## src/hw/scopeCtrlPkg.sv

```systemverilog
// shared opcodes, widths, reset values and the channel-select union; imported by the scope RTL
package scopeCtrlPkg;

	localparam int ramWidth = 12; // sample address width

	localparam logic [ramWidth-1:0] trigPointMin = 12'd4; // trigger point clamp, low end
	localparam logic [ramWidth-1:0] trigPointMax = 12'd4080; // 16 samples short of the top
	localparam logic [4:0] downsampleMax = 5'd30; // log2 downsample clamp

	localparam logic [7:0] trigThreshRst = 8'h80; // mid scale
	localparam logic [3:0] trigChannelsRst = 4'b1111; // all channels armed
	localparam logic [3:0] trigTypeRst = 4'b0001; // rising edge
	localparam logic [ramWidth-1:0] trigPointRst = 12'd1024; // a quarter into the buffer
	localparam logic [4:0] downsampleRst = 5'd1;
	localparam logic [7:0] pwmRst = 8'd58; // about 22.7 percent duty
	localparam logic rollingRst = 1'b1;
	localparam logic [7:0] myIdRst = 8'd200; // no ID assigned yet

	localparam logic [7:0] opAssignBase = 8'd0; // 0..9 assign ID
	localparam logic [7:0] opSelectBase = 8'd10; // 10..19 select board
	localparam logic [7:0] opLastBase = 8'd20; // 20..29 mark last board
	localparam logic [7:0] opPrime = 8'd100;
	localparam logic [7:0] opRollOn = 8'd101;
	localparam logic [7:0] opRollOff = 8'd102;
	localparam logic [7:0] opTrigPoint = 8'd121; // two args, high byte first
	localparam logic [7:0] opDownsample = 8'd124;
	localparam logic [7:0] opThresh = 8'd127;
	localparam logic [7:0] opTrigType = 8'd128;
	localparam logic [7:0] opTrigTot = 8'd129; // two args, high byte first
	localparam logic [7:0] opTrigChan = 8'd130;
	localparam logic [7:0] opDelayRead = 8'd132;
	localparam logic [7:0] opCarryRead = 8'd133;
	localparam logic [7:0] opGain = 8'd134;
	localparam logic [7:0] opPwm = 8'd135; // channel byte then value byte

	localparam logic [1:0] pwmRate = 2'd2; // pwm counter steps every pwmRate+1 clocks
	localparam int heartbeatBit = 26; // free-running counter bit for the last-board blink

	// one channel byte, seen raw or as board*4 + channel
	typedef union packed {
		logic [7:0] raw;
		struct packed {
			logic [5:0] board; // board ID that owns the channel
			logic [1:0] chan; // channel on that board
		} field;
	} chanSelT;

endpackage

```

## src/hw/settingsBus.sv

```systemverilog
// decoded setting command from the chain parser to the acquisition settings registers
`timescale 1ns/1ps

interface settingsBus;
	logic cmdValid; // one-cycle pulse, command complete
	logic [7:0] opcode; // opcode of the completed command
	logic [7:0] arg0; // first argument byte
	logic [7:0] arg1; // second argument byte, two-arg opcodes only

	modport parser (
		output cmdValid,
		output opcode,
		output arg0,
		output arg1
	);

	modport settings (
		input cmdValid,
		input opcode,
		input arg0,
		input arg1
	);
endinterface

```

## src/hw/chainParser.sv

```systemverilog
// serial command parser for one board in the chain; keeps ID and role, forwards bytes downstream
`timescale 1ns/1ps

module chainParser (
	input  logic clk,
	input  logic rstN,
	input  logic rxReady, // one-cycle strobe per received byte
	input  logic [7:0] rxData,
	output logic [7:0] comData, // byte forwarded to the next board
	output logic newComData, // one-cycle strobe with comData
	output logic [7:0] myId,
	output logic [1:0] masterClock, // 0 own master, 1 slave
	output logic serialPassthrough,
	output logic imTheLast,
	output logic rollingTrigger,
	output logic getExtData, // prime pulse
	output logic respReq, // counter readout request
	output logic respSel, // 0 delay counter, 1 carry counter
	settingsBus.parser setBus
);
	import scopeCtrlPkg::*;

	logic collecting; // 0 waiting for opcode, 1 collecting args
	logic [1:0] argsLeft; // argument bytes still expected
	logic argIdx; // next arg goes to arg0 or arg1
	logic [1:0] argsNeeded; // arg count of the byte on rxData as an opcode
	logic [7:0] selId; // board addressed by a select opcode
	logic [7:0] lastId; // board addressed by a last-board opcode
	logic fwd; // byte on rxData goes downstream
	logic [7:0] fwdByte; // what goes downstream
	logic isCounterRd; // 132 or 133

	assign selId = rxData - opSelectBase;
	assign lastId = rxData - opLastBase;
	assign isCounterRd = (rxData == opDelayRead) || (rxData == opCarryRead);

	always_comb begin
		case (rxData)
			opTrigPoint, opTrigTot, opPwm: argsNeeded = 2'd2;
			opDownsample, opThresh, opTrigType, opTrigChan, opGain: argsNeeded = 2'd1;
			default: argsNeeded = 2'd0; // no args, or unknown opcode
		endcase
	end

	// forward decision for the current byte
	always_comb begin
		fwd = 1'b0;
		fwdByte = rxData;
		if (collecting) begin
			fwd = 1'b1; // args of a kept command always travel on
		end else if (rxData < opSelectBase) begin
			fwd = 1'b1;
			fwdByte = rxData + 8'd1; // next board gets the next ID
		end else if (rxData < opLastBase) begin
			fwd = (selId != myId); // selected board swallows it
		end else if (rxData < opLastBase + 8'd10) begin
			fwd = 1'b1;
		end else begin
			case (rxData)
				opPrime, opRollOn, opRollOff: fwd = 1'b1;
				opDelayRead, opCarryRead: fwd = serialPassthrough; // only if someone else answers
				default: fwd = (argsNeeded != 2'd0); // kept settings; unknowns dropped
			endcase
		end
	end

	always_ff @(posedge clk or negedge rstN) begin
		if (!rstN) begin
			collecting <= 1'b0;
			argsLeft <= 2'd0;
			argIdx <= 1'b0;
			newComData <= 1'b0;
			getExtData <= 1'b0;
			respReq <= 1'b0;
			setBus.cmdValid <= 1'b0;
			myId <= myIdRst;
			masterClock <= 2'b00;
			serialPassthrough <= 1'b0;
			imTheLast <= 1'b0;
			rollingTrigger <= rollingRst;
		end else begin
			newComData <= rxReady && fwd;
			getExtData <= 1'b0; // strobes default low
			respReq <= 1'b0;
			setBus.cmdValid <= 1'b0;
			if (rxReady) begin
				if (collecting) begin
					argIdx <= 1'b1;
					argsLeft <= argsLeft - 2'd1;
					if (argsLeft == 2'd1) begin
						collecting <= 1'b0; // last arg in
						setBus.cmdValid <= 1'b1;
					end
				end else if (rxData < opSelectBase) begin
					myId <= rxData - opAssignBase;
					masterClock <= (rxData == opAssignBase) ? 2'b00 : 2'b01; // board 0 keeps its clock
				end else if (rxData < opLastBase) begin
					serialPassthrough <= (selId != myId);
				end else if (rxData < opLastBase + 8'd10) begin
					imTheLast <= (lastId == myId);
				end else begin
					if (rxData == opPrime) getExtData <= 1'b1;
					if (rxData == opRollOn) rollingTrigger <= 1'b1;
					if (rxData == opRollOff) rollingTrigger <= 1'b0;
					if (isCounterRd && !serialPassthrough) respReq <= 1'b1; // we answer
					if (argsNeeded != 2'd0) begin
						collecting <= 1'b1;
						argsLeft <= argsNeeded;
						argIdx <= 1'b0;
					end
				end
			end
		end
	end

	// data path, qualified by the strobes above
	always_ff @(posedge clk) begin
		if (rxReady && fwd) comData <= fwdByte;
		if (rxReady && !collecting) setBus.opcode <= rxData;
		if (rxReady && !collecting && isCounterRd) respSel <= (rxData == opCarryRead);
		if (rxReady && collecting) begin
			if (!argIdx) setBus.arg0 <= rxData;
			else setBus.arg1 <= rxData;
		end
	end

endmodule

```

## src/hw/acqSettings.sv

```systemverilog
// trigger and front-end setting registers, loaded from decoded commands on the settings bus
`timescale 1ns/1ps

module acqSettings (
	input  logic clk,
	input  logic rstN,
	settingsBus.settings setBus,
	input  logic [7:0] myId,
	output logic [scopeCtrlPkg::ramWidth-1:0] triggerPoint,
	output logic [4:0] downsample, // log2 of samples skipped
	output logic [7:0] trigThresh,
	output logic [3:0] triggerType,
	output logic [scopeCtrlPkg::ramWidth:0] triggerTot, // time over threshold
	output logic [3:0] trigChannels, // per-channel trigger enable
	output logic [3:0] gainSw, // per-channel gain switch
	output logic [7:0] pwmValue0, // offset codes for offsetPwm
	output logic [7:0] pwmValue1,
	output logic [7:0] pwmValue2,
	output logic [7:0] pwmValue3
);
	import scopeCtrlPkg::*;

	chanSelT chanSel; // arg0 seen as board/channel
	logic boardHit; // channel byte addresses this board
	logic [15:0] argWord; // both args, high byte first
	logic [ramWidth-1:0] trigPointNext; // clamped trigger point
	logic [4:0] downsampleNext; // clamped downsample

	assign chanSel.raw = setBus.arg0;
	assign boardHit = ({2'b00, chanSel.field.board} == myId);
	assign argWord = {setBus.arg0, setBus.arg1};

	always_comb begin
		if (argWord > 16'(trigPointMax)) trigPointNext = trigPointMax;
		else if (argWord < 16'(trigPointMin)) trigPointNext = trigPointMin;
		else trigPointNext = argWord[ramWidth-1:0];
	end

	assign downsampleNext = (setBus.arg0 > 8'(downsampleMax)) ? downsampleMax : setBus.arg0[4:0];

	always_ff @(posedge clk or negedge rstN) begin
		if (!rstN) begin
			triggerPoint <= trigPointRst;
			downsample <= downsampleRst;
			trigThresh <= trigThreshRst;
			triggerType <= trigTypeRst;
			triggerTot <= '0;
			trigChannels <= trigChannelsRst;
			gainSw <= 4'b0000; // low gain on every channel
			pwmValue0 <= pwmRst;
			pwmValue1 <= pwmRst;
			pwmValue2 <= pwmRst;
			pwmValue3 <= pwmRst;
		end else if (setBus.cmdValid) begin
			case (setBus.opcode)
				opTrigPoint: triggerPoint <= trigPointNext;
				opDownsample: downsample <= downsampleNext;
				opThresh: trigThresh <= setBus.arg0;
				opTrigType: triggerType <= setBus.arg0[3:0];
				opTrigTot: triggerTot <= argWord[ramWidth:0];
				opTrigChan: begin
					if (boardHit) begin
						trigChannels[chanSel.field.chan] <= ~trigChannels[chanSel.field.chan]; // toggle
					end
				end
				opGain: begin
					if (boardHit) gainSw[chanSel.field.chan] <= ~gainSw[chanSel.field.chan];
				end
				opPwm: begin
					if (boardHit) begin
						case (chanSel.field.chan)
							2'd0: pwmValue0 <= setBus.arg1;
							2'd1: pwmValue1 <= setBus.arg1;
							2'd2: pwmValue2 <= setBus.arg1;
							default: pwmValue3 <= setBus.arg1;
						endcase
					end
				end
				default: ; // not a setting, leave registers alone
			endcase
		end
	end

endmodule

```

## src/hw/offsetPwm.sv

```systemverilog
// four PWM outputs for the front-end offset voltages, one comparator per channel
`timescale 1ns/1ps

module offsetPwm (
	input  logic clk,
	input  logic rstN,
	input  logic [7:0] pwmValue0,
	input  logic [7:0] pwmValue1,
	input  logic [7:0] pwmValue2,
	input  logic [7:0] pwmValue3,
	output logic [3:0] offset // filtered off-chip into DC levels
);
	import scopeCtrlPkg::*;

	logic [1:0] rateCnt; // clock divider
	logic [7:0] pwmCnt; // sawtooth, one period is 256*(pwmRate+1) clocks

	always_ff @(posedge clk or negedge rstN) begin
		if (!rstN) begin
			rateCnt <= 2'd0;
			pwmCnt <= 8'd0;
		end else if (rateCnt == pwmRate) begin
			rateCnt <= 2'd0;
			pwmCnt <= pwmCnt + 8'd1; // wraps freely
		end else begin
			rateCnt <= rateCnt + 2'd1;
		end
	end

	// high while code is above the sawtooth
	assign offset[0] = (pwmValue0 > pwmCnt);
	assign offset[1] = (pwmValue1 > pwmCnt);
	assign offset[2] = (pwmValue2 > pwmCnt);
	assign offset[3] = (pwmValue3 > pwmCnt);

endmodule

```

## src/hw/counterResponder.sv

```systemverilog
// answers a counter query with one byte on the serial transmitter once it is free
`timescale 1ns/1ps

module counterResponder (
	input  logic clk,
	input  logic rstN,
	input  logic respReq, // one-cycle request from the parser
	input  logic respSel, // 0 delay, 1 carry
	input  logic [7:0] delayCounter, // TDC fine count
	input  logic [7:0] carryCounter, // TDC carry chain count
	input  logic txBusy,
	output logic txStart, // one-cycle send strobe
	output logic [7:0] txData
);

	logic pending; // byte latched, waiting for the transmitter
	logic sendNow; // transmitter free with a byte waiting

	assign sendNow = pending && !txBusy;

	always_ff @(posedge clk or negedge rstN) begin
		if (!rstN) begin
			pending <= 1'b0;
			txStart <= 1'b0;
		end else begin
			txStart <= sendNow;
			if (sendNow) pending <= 1'b0;
			else if (respReq) pending <= 1'b1; // requests while pending are dropped
		end
	end

	// snapshot of the counter, taken at the request
	always_ff @(posedge clk) begin
		if (respReq && !pending) txData <= respSel ? carryCounter : delayCounter;
	end

endmodule

```

## src/hw/idLeds.sv

```systemverilog
// drives the three board LEDs with the ID, a last-board heartbeat and send activity
`timescale 1ns/1ps

module idLeds (
	input  logic clk,
	input  logic rstN,
	input  logic [7:0] myId,
	input  logic imTheLast,
	input  logic txStart, // flash on each sent byte
	output logic led1, // LEDs are active low
	output logic led2,
	output logic led3
);
	import scopeCtrlPkg::*;

	logic [heartbeatBit:0] beatCnt; // free-running, MSB is the blink
	logic allOn;

	always_ff @(posedge clk or negedge rstN) begin
		if (!rstN) beatCnt <= '0;
		else beatCnt <= beatCnt + 1'b1;
	end

	assign allOn = (imTheLast && beatCnt[heartbeatBit]) || txStart;

	always_comb begin
		if (allOn) begin
			{led3, led2, led1} = 3'b000;
		end else if (myId <= 8'd4) begin
			{led3, led2, led1} = ~myId[2:0]; // binary ID, lit bit is a 1
		end else begin
			{led3, led2, led1} = 3'b111; // unassigned or large ID shows dark
		end
	end

endmodule

```

## src/hw/scopeProcessor.sv

```systemverilog
// top level of the board command processor, wiring parser, settings, PWM, responder and LEDs
`timescale 1ns/1ps

module scopeProcessor (
	input  logic clk,
	input  logic rstN,
	input  logic rxReady,
	input  logic [7:0] rxData,
	output logic [7:0] comData,
	output logic newComData,
	output logic [1:0] masterClock,
	output logic serialPassthrough,
	output logic imTheLast,
	output logic rollingTrigger,
	output logic getExtData,
	input  logic txBusy,
	output logic txStart,
	output logic [7:0] txData,
	input  logic [7:0] delayCounter,
	input  logic [7:0] carryCounter,
	output logic [scopeCtrlPkg::ramWidth-1:0] triggerPoint,
	output logic [4:0] downsample,
	output logic [7:0] trigThresh,
	output logic [3:0] triggerType,
	output logic [scopeCtrlPkg::ramWidth:0] triggerTot,
	output logic [3:0] trigChannels,
	output logic [3:0] gainSw,
	output logic [3:0] offset,
	output logic led1,
	output logic led2,
	output logic led3
);

	logic [7:0] myId;
	logic respReq;
	logic respSel;
	logic [7:0] pwmValue0;
	logic [7:0] pwmValue1;
	logic [7:0] pwmValue2;
	logic [7:0] pwmValue3;

	settingsBus setBus (); // parser to settings

	chainParser chainParser_inst (
		.clk, .rstN, .rxReady, .rxData, .comData, .newComData, .myId,
		.masterClock, .serialPassthrough, .imTheLast, .rollingTrigger,
		.getExtData, .respReq, .respSel, .setBus(setBus.parser)
	);

	acqSettings acqSettings_inst (
		.clk, .rstN, .setBus(setBus.settings), .myId, .triggerPoint, .downsample,
		.trigThresh, .triggerType, .triggerTot, .trigChannels, .gainSw,
		.pwmValue0, .pwmValue1, .pwmValue2, .pwmValue3
	);

	offsetPwm offsetPwm_inst (
		.clk, .rstN, .pwmValue0, .pwmValue1, .pwmValue2, .pwmValue3, .offset
	);

	counterResponder counterResponder_inst (
		.clk, .rstN, .respReq, .respSel, .delayCounter, .carryCounter,
		.txBusy, .txStart, .txData
	);

	idLeds idLeds_inst (
		.clk, .rstN, .myId, .imTheLast, .txStart, .led1, .led2, .led3
	);

endmodule

```

## config.mk

```make
export PLATFORM = sky130hd
export DESIGN_NAME = scopeProcessor
export DESIGN_NICKNAME = d
export VERILOG_FILES = /design/src/hw/scopeCtrlPkg.sv /design/src/hw/settingsBus.sv /design/src/hw/chainParser.sv /design/src/hw/acqSettings.sv /design/src/hw/offsetPwm.sv /design/src/hw/counterResponder.sv /design/src/hw/idLeds.sv /design/src/hw/scopeProcessor.sv
export SDC_FILE = /design/constraint.sdc
export NUM_CORES = 1
export LEC_CHECK = 0
export BUFFER_PORTS_ARGS = -buffer_cell sky130_fd_sc_hd__buf_2
export CORE_ASPECT_RATIO = 1.2
export CORE_MARGIN = 4
export CORE_UTILIZATION = 40
export CTS_CLUSTER_DIAMETER = 200
export DETAILED_ROUTE_END_ITERATION = 8
export PLACE_DENSITY_LB_ADDON = 0.2
export SYNTH_ARGS = -nofsm -noshare
export SYNTH_HDL_FRONTEND = slang
export SYNTH_HIERARCHICAL = 1
export SYNTH_SLANG_ARGS = --single-unit
```

## constraint.sdc

```tcl
create_clock -name clk -period 2.5 [get_ports clk]
set_input_delay 0.25 -clock clk [delete_from_list [all_inputs] [get_ports clk]]
set_output_delay 0.25 -clock clk [all_outputs]
set_load 0.02 [all_outputs]
```

Yosys cells after proc, flatten, opt, wreduce, memory -nomap -nowiden
Cells that the tools add are included.
Cells by class
  add/sub/neg operators: 7
  multipliers: 0
  div/mod/pow operators: 0
  magnitude comparators: 13
  equality and inequality tests: 31
  shift-type cells: 0
  muxes and demuxes: 63
  bitwise gates (word level): 9
  reductions and logical operators: 44
Operators with widths (number)
  $eq A8 B8 Y1 const B: 12
  $eq A8 B7 Y1 const B: 9
  $mux W1: 44
  $gt A8 B8 Y1: 4
  $add A27 B1 Y27 const B: 1
  $mux W12: 2
  $mux W8: 3
  $reduce_and A4 Y1: 5
  $add A8 B1 Y8 const B: 2
  $gt A16 B12 Y1 const B: 1
  $lt A16 B3 Y1 const B: 1
  $lt A8 B5 Y1 const B: 2
  $reduce_and A2 Y1: 7
  $mux W2: 6
  $reduce_and A5 Y1: 2
  $logic_and A1 B1 Y1: 9
  $reduce_and A3 Y1: 3
  $reduce_or A3 Y1: 3
  $bwmux W4: 2
  $eq A6 B8 Y1: 1
  $eq A8 B8 Y1: 1
  $gt A8 B5 Y1 const B: 1
  $le A8 B3 Y1 const B: 1
  $logic_not A8 Y1: 1
  other kinds (25): 44
Storage, ports and cells
  register bits: 183
  latch bits: 0
  RAM bits: 0
  ROM bits: 0
  output and inout bits: 81
  logic and storage cells: 201
  memories kept: 0

Depth between registers and ports, before layout
Gate-level depths: netlist (run 1).
  word-level depth: 10
  depth in mapped cells: 8

By module
Netlist (run 1), hierarchy kept.
Modules (own cells, without submodules)
  acqSettings: instances 1, cells each 258, area each 3518.4 µm²
  chainParser: instances 1, cells each 207, area each 2560.0 µm²
  idLeds: instances 1, cells each 105, area each 1226.2 µm²
  offsetPwm: instances 1, cells each 118, area each 1111.1 µm²
  counterResponder: instances 1, cells each 22, area each 445.4 µm²

Worst setup path before layout (run 1)
No wires, ideal clock.
  kind: flip-flop to flip-flop
  from: reg chainParser_inst.myId[3]
  to: reg acqSettings_inst.pwmValue0[0]
  arrival time: 1.937 ns
  data required time: 2.375 ns
  setup slack: 0.438 ns
  cell stages (with the launch flop): 6
  buffers on the path: 1
  period minus slack after synthesis: 2.062 ns
  path through: dfstp_2 -> xnor2_1 -> nand4_2 -> buf_6 -> nor4_4 -> mux2_2
Between the ends
  word-level cells in the longest chain between the ends: 2
Ends and longest elaborated chain
  start, declared: RTL line chainParser.sv:11  | output logic [7:0] myId,
  start signal, assigned: RTL line chainParser.sv:76  | myId <= myIdRst;
  start signal, assigned: RTL line chainParser.sv:95  | myId <= rxData - opAssignBase;
  $eq A6 B8 Y1: RTL line acqSettings.sv:30  | assign boardHit = ({2'b00, chanSel.field.board} == myId);
  $reduce_and A4 Y1 (no source line)
  end signal, assigned: RTL line acqSettings.sv:50  | pwmValue0 <= pwmRst;
  end signal, assigned: RTL line acqSettings.sv:72  | 2'd0: pwmValue0 <= setBus.arg1;
  end, declared: RTL line acqSettings.sv:16  | output logic [7:0] pwmValue0,
No other way between the ends.
A chain may end at the register's enable or synchronous reset.

Final worst setup path (run 1)
  from: reg offsetPwm_inst.pwmCnt[1]
  to: out offset[1]
Between the ends
  word-level cells in the longest chain between the ends: 1
Ends and longest elaborated chain
  start, declared: RTL line offsetPwm.sv:16  | logic [7:0] pwmCnt;
  start signal, assigned: RTL line offsetPwm.sv:24  | pwmCnt <= pwmCnt + 8'd1;
  $gt A8 B8 Y1: RTL line offsetPwm.sv:32  | assign offset[1] = (pwmValue1 > pwmCnt);
  end, declared: RTL line scopeProcessor.sv:28  | output logic [3:0] offset,
No other way between the ends.

==> results.json, run 1 <==
{
  "top_layer_used": "met4",
  "required_ps": 2250,
  "power.total_w": 0.00665,
  "p_leak_nw": 4.79,
  "power_frac_comb_pct": 10.5,
  "dp_hpwl_mm": 16.1,
  "grt_use_total_pct": 18.4,
  "status": "completed",
  "intPower_w": 0.00483,
  "start_util_pct": 40.7,
  "diodes": 0,
  "rr_endpoint": "acqSettings_inst/pwmValue1[0]",
  "vias": 5985,
  "place_ws_ps": 188,
  "whs_endpoint": "counterResponder_inst/txData[5]",
  "grt_max_degree": 54,
  "cpMaxStageDelayCell": "dfrtp_1",
  "pwr-share-seq_pct": 50.6,
  "synth_top_family_by_area": "simple AND/OR/NAND/NOR gates",
  "max_slew.worst_pin.slew_ps": 814,
  "synth_seq_area_share_pct": 54.1,
  "synthAdderAreaFrac_pct": 6.50,
  "ys_top_cells_by_count": "dfrtp_1, mux2_2, ha_1",
  "ys.flop_type": "dfrtp_1",
  "path_max_fanout": 5,
  "synthArstFlopShare_pct": 77.5,
  "wirelength_mm": 21.7,
  "startpoint_type": "flip-flop",
  "yosys-top-cells-area": "dfrtp_1, edfxtp_1, dfstp_2",
  "reg2reg_depth": 4,
  "grt_pass1_vias": 6386,
  "synth-edff-count": 41,
  "path_clk_slew_ps": 70,
  "antenna_found_initial": 0,
  "cp-end-kind": "primary output",
  "core-area_um2": 21800,
  "synth_xor_area_share_pct": 6.31,
  "die-area_um2": 24600,
  "yosys.area_share.simple_pct": 14.1,
  "fmax_mhz": 435,
  "p_per_area_nw_per_um2": 641,
  "tns_ps": 0,
  "wl_per_cell_um": 19.4,
  "path_buf_inv": 2,
  "holdPathStages": 2,
  "overflow": 0,
  "synthMostInstantiatedCell": "dfrtp_1",
  "grt_pass1_wl_mm": 34.8,
  "min_period_ps": 2300,
  "drive_gt1_share_pct": 33.2,
  "netlist_area_um2": 8860,
  "netlist.area_leader.share_pct": 31.9,
  "slew_viol_final": 0,
  "synth_compound_area_share_pct": 6.95,
  "skew_ps": 14.1,
  "root_buffer": "clkbuf_16",
  "routed_via_density": 5.34,
  "area_growth_pct": 17.1,
  "vdd_ir_drop_max_mv": 0.492,
  "r2r_start": "chainParser_inst/myId[3]",
  "clk_path_buf_depth": 2,
  "crit_path_cell_trace": "inv_1 > ha_1 > nor2b_1 > o211ai_1 > a21oi_1 > o22a_1 > buf_2",
  "p_clk_share_pct": 38.9,
  "firstDrtPassIters": 5,
  "antenna_left": 0,
  "finalSetupViolCount": 0,
  "gp_congestion": 0.860,
  "cpLargestDelayFamily": "compound AO/OA/AOI/OAI gates",
  "rsz0062_at_grt": "false",
  "die_y_um": 171,
  "drt_iter0_markers": 228,
  "wl_met1_mm": 9.27,
  "yosys_warnings": 6,
  "ys_types": 65,
  "ys_ff_latch": 182,
  "cts_buffers": 17,
  "portBuffers": 107,
  "clock-sinks": 182,
  "setup_ws_ps": 199,
  "critPathKind": "flip-flop to primary output",
  "dr_wl_met2_mm": 11.4,
  "hold_violations": 0,
  "max_stage_delay_ps": 400,
  "nets": 908,
  "drc": 0,
  "die_w_um": 144,
  "post-synth-top-area-cell": "dfrtp_1",
  "worstHoldStart": "delayCounter[5]",
  "maxCapViolCount": 0,
  "synth_cells": 710,
  "ff2ff_setup_slack_ps": 270,
  "met3WireLength_um": 629,
  "synth_area_per_cell_um2": 12.5,
  "hold_path.class": "primary input to flip-flop",
  "switching_share_pct": 27.5,
  "io_pins": 109,
  "cts_max_level": 4,
  "relSlewSlack_pct": 45.6,
  "synthMuxAreaShare_pct": 8.95,
  "fin_crit_sh_pct": 92.1,
  "clk_latency_ps": 440,
  "cp.arrival_ps": 2050,
  "fp-row-count": 59,
  "p_switching_w": 0.00183,
  "synthesis.nets": 784,
  "tritoncts": "done"
}
==> how the worst max path moves through the flow <==
stage,start,endpoint,cells past startpoint
6_report,offsetPwm_inst/pwmCnt[1],offset[1],7
4_1_cts,offsetPwm_inst/pwmCnt[1],offset[1],7
3_5_place_dp,rxData[2],chainParser_inst/comData[3],8
5_1_grt,offsetPwm_inst/pwmCnt[1],offset[2],7
3_3_place_gp,rxData[2],chainParser_inst/comData[3],8
2_1_floorplan,chainParser_inst/myId[3],acqSettings_inst/pwmValue0[0],5
==> metrics by stage <==
stage | hold WS [ps] | instances | instance area [um^2] | util, %
2_1_floorplan | -45.6 | 710 | 8860 | -
3_3_place_gp | 216 | 1087 | 9780 | 44.9
3_5_place_dp | 229 | 1087 | 9780 | 44.9
4_1_cts | 92.1 | 1121 | 10400 | 47.6
5_1_grt | 88.6 | 1121 | 10400 | 47.6
6_report | 114 | 1121 | 10400 | 47.6
==> per-layer routing <==
metal | vias to the layer above | global-route usage (%)
met5 | - | 0
met4 | 0 | 5.90
met3 | 27 | 3.38
met2 | 105 | 32.5
met1 | 3029 | 22.7
li1 | 2824 | -
==> cell families after synthesis <==
| kind of cell | count (synthesis) |
|---|---|
| fa+ha+maj | 46 |
| xor+xnor | 63 |
| flops | 182 |
| other cells | 1 |
| buf+inv | 56 |
| mux | 68 |
| simple gates | 200 |
| compound gates | 94 |
==> sequential cells by signal (all words and copies together) (netlist names), 2 cells and up <==
signal and count:
acqSettings_inst/downsample 5, acqSettings_inst/gainSw 4, acqSettings_inst/pwmValue0 8, acqSettings_inst/pwmValue1 8, acqSettings_inst/pwmValue2 8, acqSettings_inst/pwmValue3 8
acqSettings_inst/trigChannels 4, acqSettings_inst/trigThresh 8, acqSettings_inst/triggerPoint 12, acqSettings_inst/triggerTot 13, acqSettings_inst/triggerType 4, chainParser_inst/argsLeft 2
chainParser_inst/comData 8, chainParser_inst/myId 8, chainParser_inst/setBus.arg0 8, chainParser_inst/setBus.arg1 8, chainParser_inst/setBus.opcode 8, counterResponder_inst/txData 8
idLeds_inst/beatCnt 27, offsetPwm_inst/pwmCnt 8, offsetPwm_inst/rateCnt 2
==> final cells by class <==
cell class	count	area [um^2]
clock buffers	20	457
repair buffers	135	769
clock inverters	12	111
fillers	1947	11400
inverters	26	97.6
well taps	274	343
flip-flops and latches	182	4790
multi-input cells	472	3800
==> power groups by stage <==
| stage | Clock [W] | Sequential, W | Combinational, W |
|---|---|---|---|
| after CTS | 0.00266 | 0.00337 | 0.000712 |
| after global placement | 0 | 0.00342 | 0.000698 |
| after global routing | 0.00278 | 0.00338 | 0.000785 |
| final | 0.00258 | 0.00337 | 0.000701 |
| after floorplan | 0 | 0.00339 | 0.000405 |
| after detailed placement | 0 | 0.00342 | 0.000706 |
==> placed cells by master (no fill, tap or decap), types with 17 or more instances in the layout <==
cell       count
xor2_1        18
dfstp_2       28
buf_4         25
dfrtp_1      113
nand3_1       25
xnor2_1       44
nor2_1        17
buf_2        106
nand4_1       23
mux2_2        57
o21ai_0       20
a21oi_1       25
nor4_1        19
ha_1          46
edfxtp_1      41
nand2_1       45
inv_1         26
clkbuf_16     17
==> what timing repair did <==
| action | in CTS | in global routing |
|---|---|---|
| setup buffers | 0 | 0 |
| hold buffers | 2 | 0 |
| endpoints found under the hold margin | 46 | 0 |
| resized for setup | 0 | 0 |
No activity file was read; power rests on OpenSTA's default activity.
==> inputs of run 2 (changes only) <==
SYNTH_HIERARCHICAL = default   (was 1)
clock period = 2.2 ns   (was 2.5 ns; I/O delays follow)
==> run 2 against run 1 <==
Net effect: the run now ends with negative setup slack left; cell count is 1.7% higher; critical endpoint is now offset[2]; non-clock buffer count increased by 32; power up 19%; clock power rose by 22%; critical path type unchanged; sequential power up 13%; register-to-register slack got worse by 110 ps; worst setup slack got worse by 280 ps; wire length down 0.81%; combinational power is 33% higher.
==> results.json, run 2 <==
{
  "status": "complete, but fails checks",
  "violations": "negative setup slack",
  "cts_max_level": 4,
  "min_period_ps": 2280,
  "clk_latency_ps": 430,
  "switching_share_pct": 25.3,
  "max_stage_delay_ps": 410,
  "die_w_um": 142,
  "post-synth-top-area-cell": "dfrtp_1",
  "wirelength_mm": 21.5,
  "fmax_mhz": 439,
  "root_buffer": "clkbuf_16",
  "p_switching_w": 0.00200,
  "firstDrtPassIters": 4,
  "layout.cells.most_common_list": "dfrtp_1, buf_2, mux2_2, buf_4, xnor2_1",
  "antenna_found_initial": 0,
  "p_clk_share_pct": 40.0,
  "pwr-share-seq_pct": 48.2,
  "skew_ps": 11.4,
  "design_area_um2": 10600,
  "yosys_warnings": 0,
  "cp-end-kind": "primary output",
  "finalSetupViolCount": 4,
  "drive_gt1_share_pct": 35.9,
  "power_frac_comb_pct": 11.8,
  "drc": 0,
  "antenna_left": 0,
  "nFillCells": 1874,
  "tritoncts": "done",
  "path_buf_inv": 2,
  "core-area_um2": 21100,
  "path_clk_slew_ps": 70,
  "reg.largest.list": "idLeds_inst.beatCnt: 27 flops, acqSettings_inst.triggerTot: 13 flops, acqSettings_inst.triggerPoint: 12 flops",
  "p_per_area_nw_per_um2": 746,
  "crit_path_cell_trace": "inv_4 > ha_4 > nor2b_4 > o21a_1 > o21ai_1 > a21oi_1 > o22a_1 > buf_6",
  "cts_buffers": 17,
  "ys.flop_type": "dfrtp_1",
  "relSlewSlack_pct": 39.8,
  "netlist.area_leader.share_pct": 32.8,
  "path_max_fanout": 5,
  "fp-row-count": 58,
  "cp.arrival_ps": 2060,
  "synthesis.nets": 770,
  "vdd_ir_drop_max_mv": 0.538,
  "diodes": 0,
  "synth-edff-count": 41,
  "layout_commonest_cell": "dfrtp_1",
  "yosys-top-cells-area": "dfrtp_1, edfxtp_1, dfstp_2",
  "max_slew.worst_pin.slew_ps": 902,
  "routed_via_density": 5.24,
  "grt_max_degree": 68,
  "hold_violations": 0,
  "grt_use_total_pct": 18.6,
  "fin_crit_sh_pct": 104,
  "start_util_pct": 40.9,
  "postPlaceCellArea_um2": 9830,
  "portBuffers": 107,
  "cpLargestDelayFamily": "compound AO/OA/AOI/OAI gates",
  "largest_register": "idLeds_inst.beatCnt",
  "hold_path.class": "primary input to flip-flop",
  "grt_pass1_vias": 6464,
  "netlist_area_um2": 8630,
  "synth_seq_area_share_pct": 55.6,
  "grt_pass1_wl_mm": 34.7,
  "ys_ff_latch": 182,
  "clk_path_buf_depth": 2,
  "largest_reg_flops": 27,
  "dp_hpwl_mm": 16.2,
  "vias": 5973,
  "area_growth_pct": 22.8,
  "maxCapViolCount": 0,
  "setup_ws_ps": -79.6,
  "rsz0062_at_grt": "true",
  "synth_cells": 695,
  "critPathKind": "flip-flop to primary output",
  "startpoint_type": "flip-flop",
  "multiInputGateArea_um2": 3700,
  "die_y_um": 169,
  "p_leak_nw": 4.90,
  "synth_area_per_cell_um2": 12.4,
  "wl_per_cell_um": 18.9,
  "cpMaxStageDelayCell": "dfrtp_1",
  "required_ps": 1980,
  "hold_slack_ps": 85.5,
  "synthMostInstantiatedCell": "dfrtp_1",
  "slew_viol_final": 0,
  "gp_congestion": 0.928,
  "ys_types": 63,
  "ys_top_cells_by_count": "dfrtp_1, mux2_2, xnor2_1",
  "intPower_w": 0.00591,
  "seqCellArea_um2": 4790,
  "synthArstFlopShare_pct": 77.5,
  "die-area_um2": 24000,
  "drt_iter0_markers": 281,
  "overflow": 0,
  "io_pins": 109,
  "nets": 932,
  "clock-sinks": 182
}
[run 2: power by group through the flow]
stage	logic, W	registers [W]	clock network [W]
floorplan	0.000449	0.00391	0
detailed placement	0.000943	0.00387	0
CTS	0.000950	0.00381	0.00323
global route	0.00103	0.00384	0.00339
finish	0.000932	0.00381	0.00316
global placement	0.000925	0.00387	0
[run 2: what timing repair did]
item,4_1_cts,5_1_grt
pin swaps,5,0
endpoints found under the hold margin,49,0
endpoints found under the setup margin,4,4
gates resized for setup,18,4
hold buffers,2,0
buffers inserted,3,1
[run 2: cell type report]
cell class,instances,area share (%)
flip-flops and latches,182,45.2
clock buffers,24,4.85
repair buffers,167,9.79
inverters,27,1.00
multi-input cells,462,34.9
clock inverters,8,1.03
well taps,270,3.19
[run 2: logic make-up (layout without fill, tap and decap cells)]
group / after synthesis / after routing / synth area share, %
compound gates: 88 / 88 / 6.71
xor+xnor: 66 / 66 / 6.70
fa+ha+maj: 47 / 47 / 6.81
buf+inv: 51 / 226 / 2.42
flops: 182 / 182 / 55.6
mux: 67 / 67 / 9.06
other cells: 1 / 1 / 0.0434
simple gates: 193 / 193 / 12.7
[run 2: metal layers]
metal  part of all wire (%)  wire length, um  vias up  GRT usage [%]
li1                       -                -     2826              -
met3                    4.3              915       29           4.44
met2                     54            11600      122           33.4
met1                     40             8610     2996           22.1
met4                    2.0              431        0           5.22
met5                      0                0        -              0
[run 2: path summary, 6_finish.rpt]
check | startpoint | to | slack (ps) | cells past startpoint
max reg2reg | chainParser_inst.setBus.opcode[5] | acqSettings_inst.triggerTot[11] | 160 | 5
max in group asynchronous | rstN | acqSettings_inst.trigChannels[3] | 1040 | 3
min reg2reg | offsetPwm_inst.rateCnt[1] | offsetPwm_inst.rateCnt[0] | 450 | 1
max | offsetPwm_inst.pwmCnt[1] | offset[2] | -80 | 8
min in group asynchronous | rstN | acqSettings_inst.triggerTot[9] | 360 | 2
min | delayCounter[4] | counterResponder_inst.txData[4] | 90 | 2
[run 2: metrics by stage]
stage	utilization, %	power (W)	setup WS, ps	TNS [ps]	cells
final	50.2	0.00791	-79.6	-230	1140
after CTS	50.0	0.00800	-81.6	-272	1139
after global placement	46.6	0.00480	29.9	0	1102
after floorplan	-	0.00436	93.7	0	695
after global routing	50.2	0.00826	-176	-630	1140
after detailed placement	46.6	0.00482	-22.0	-175	1102
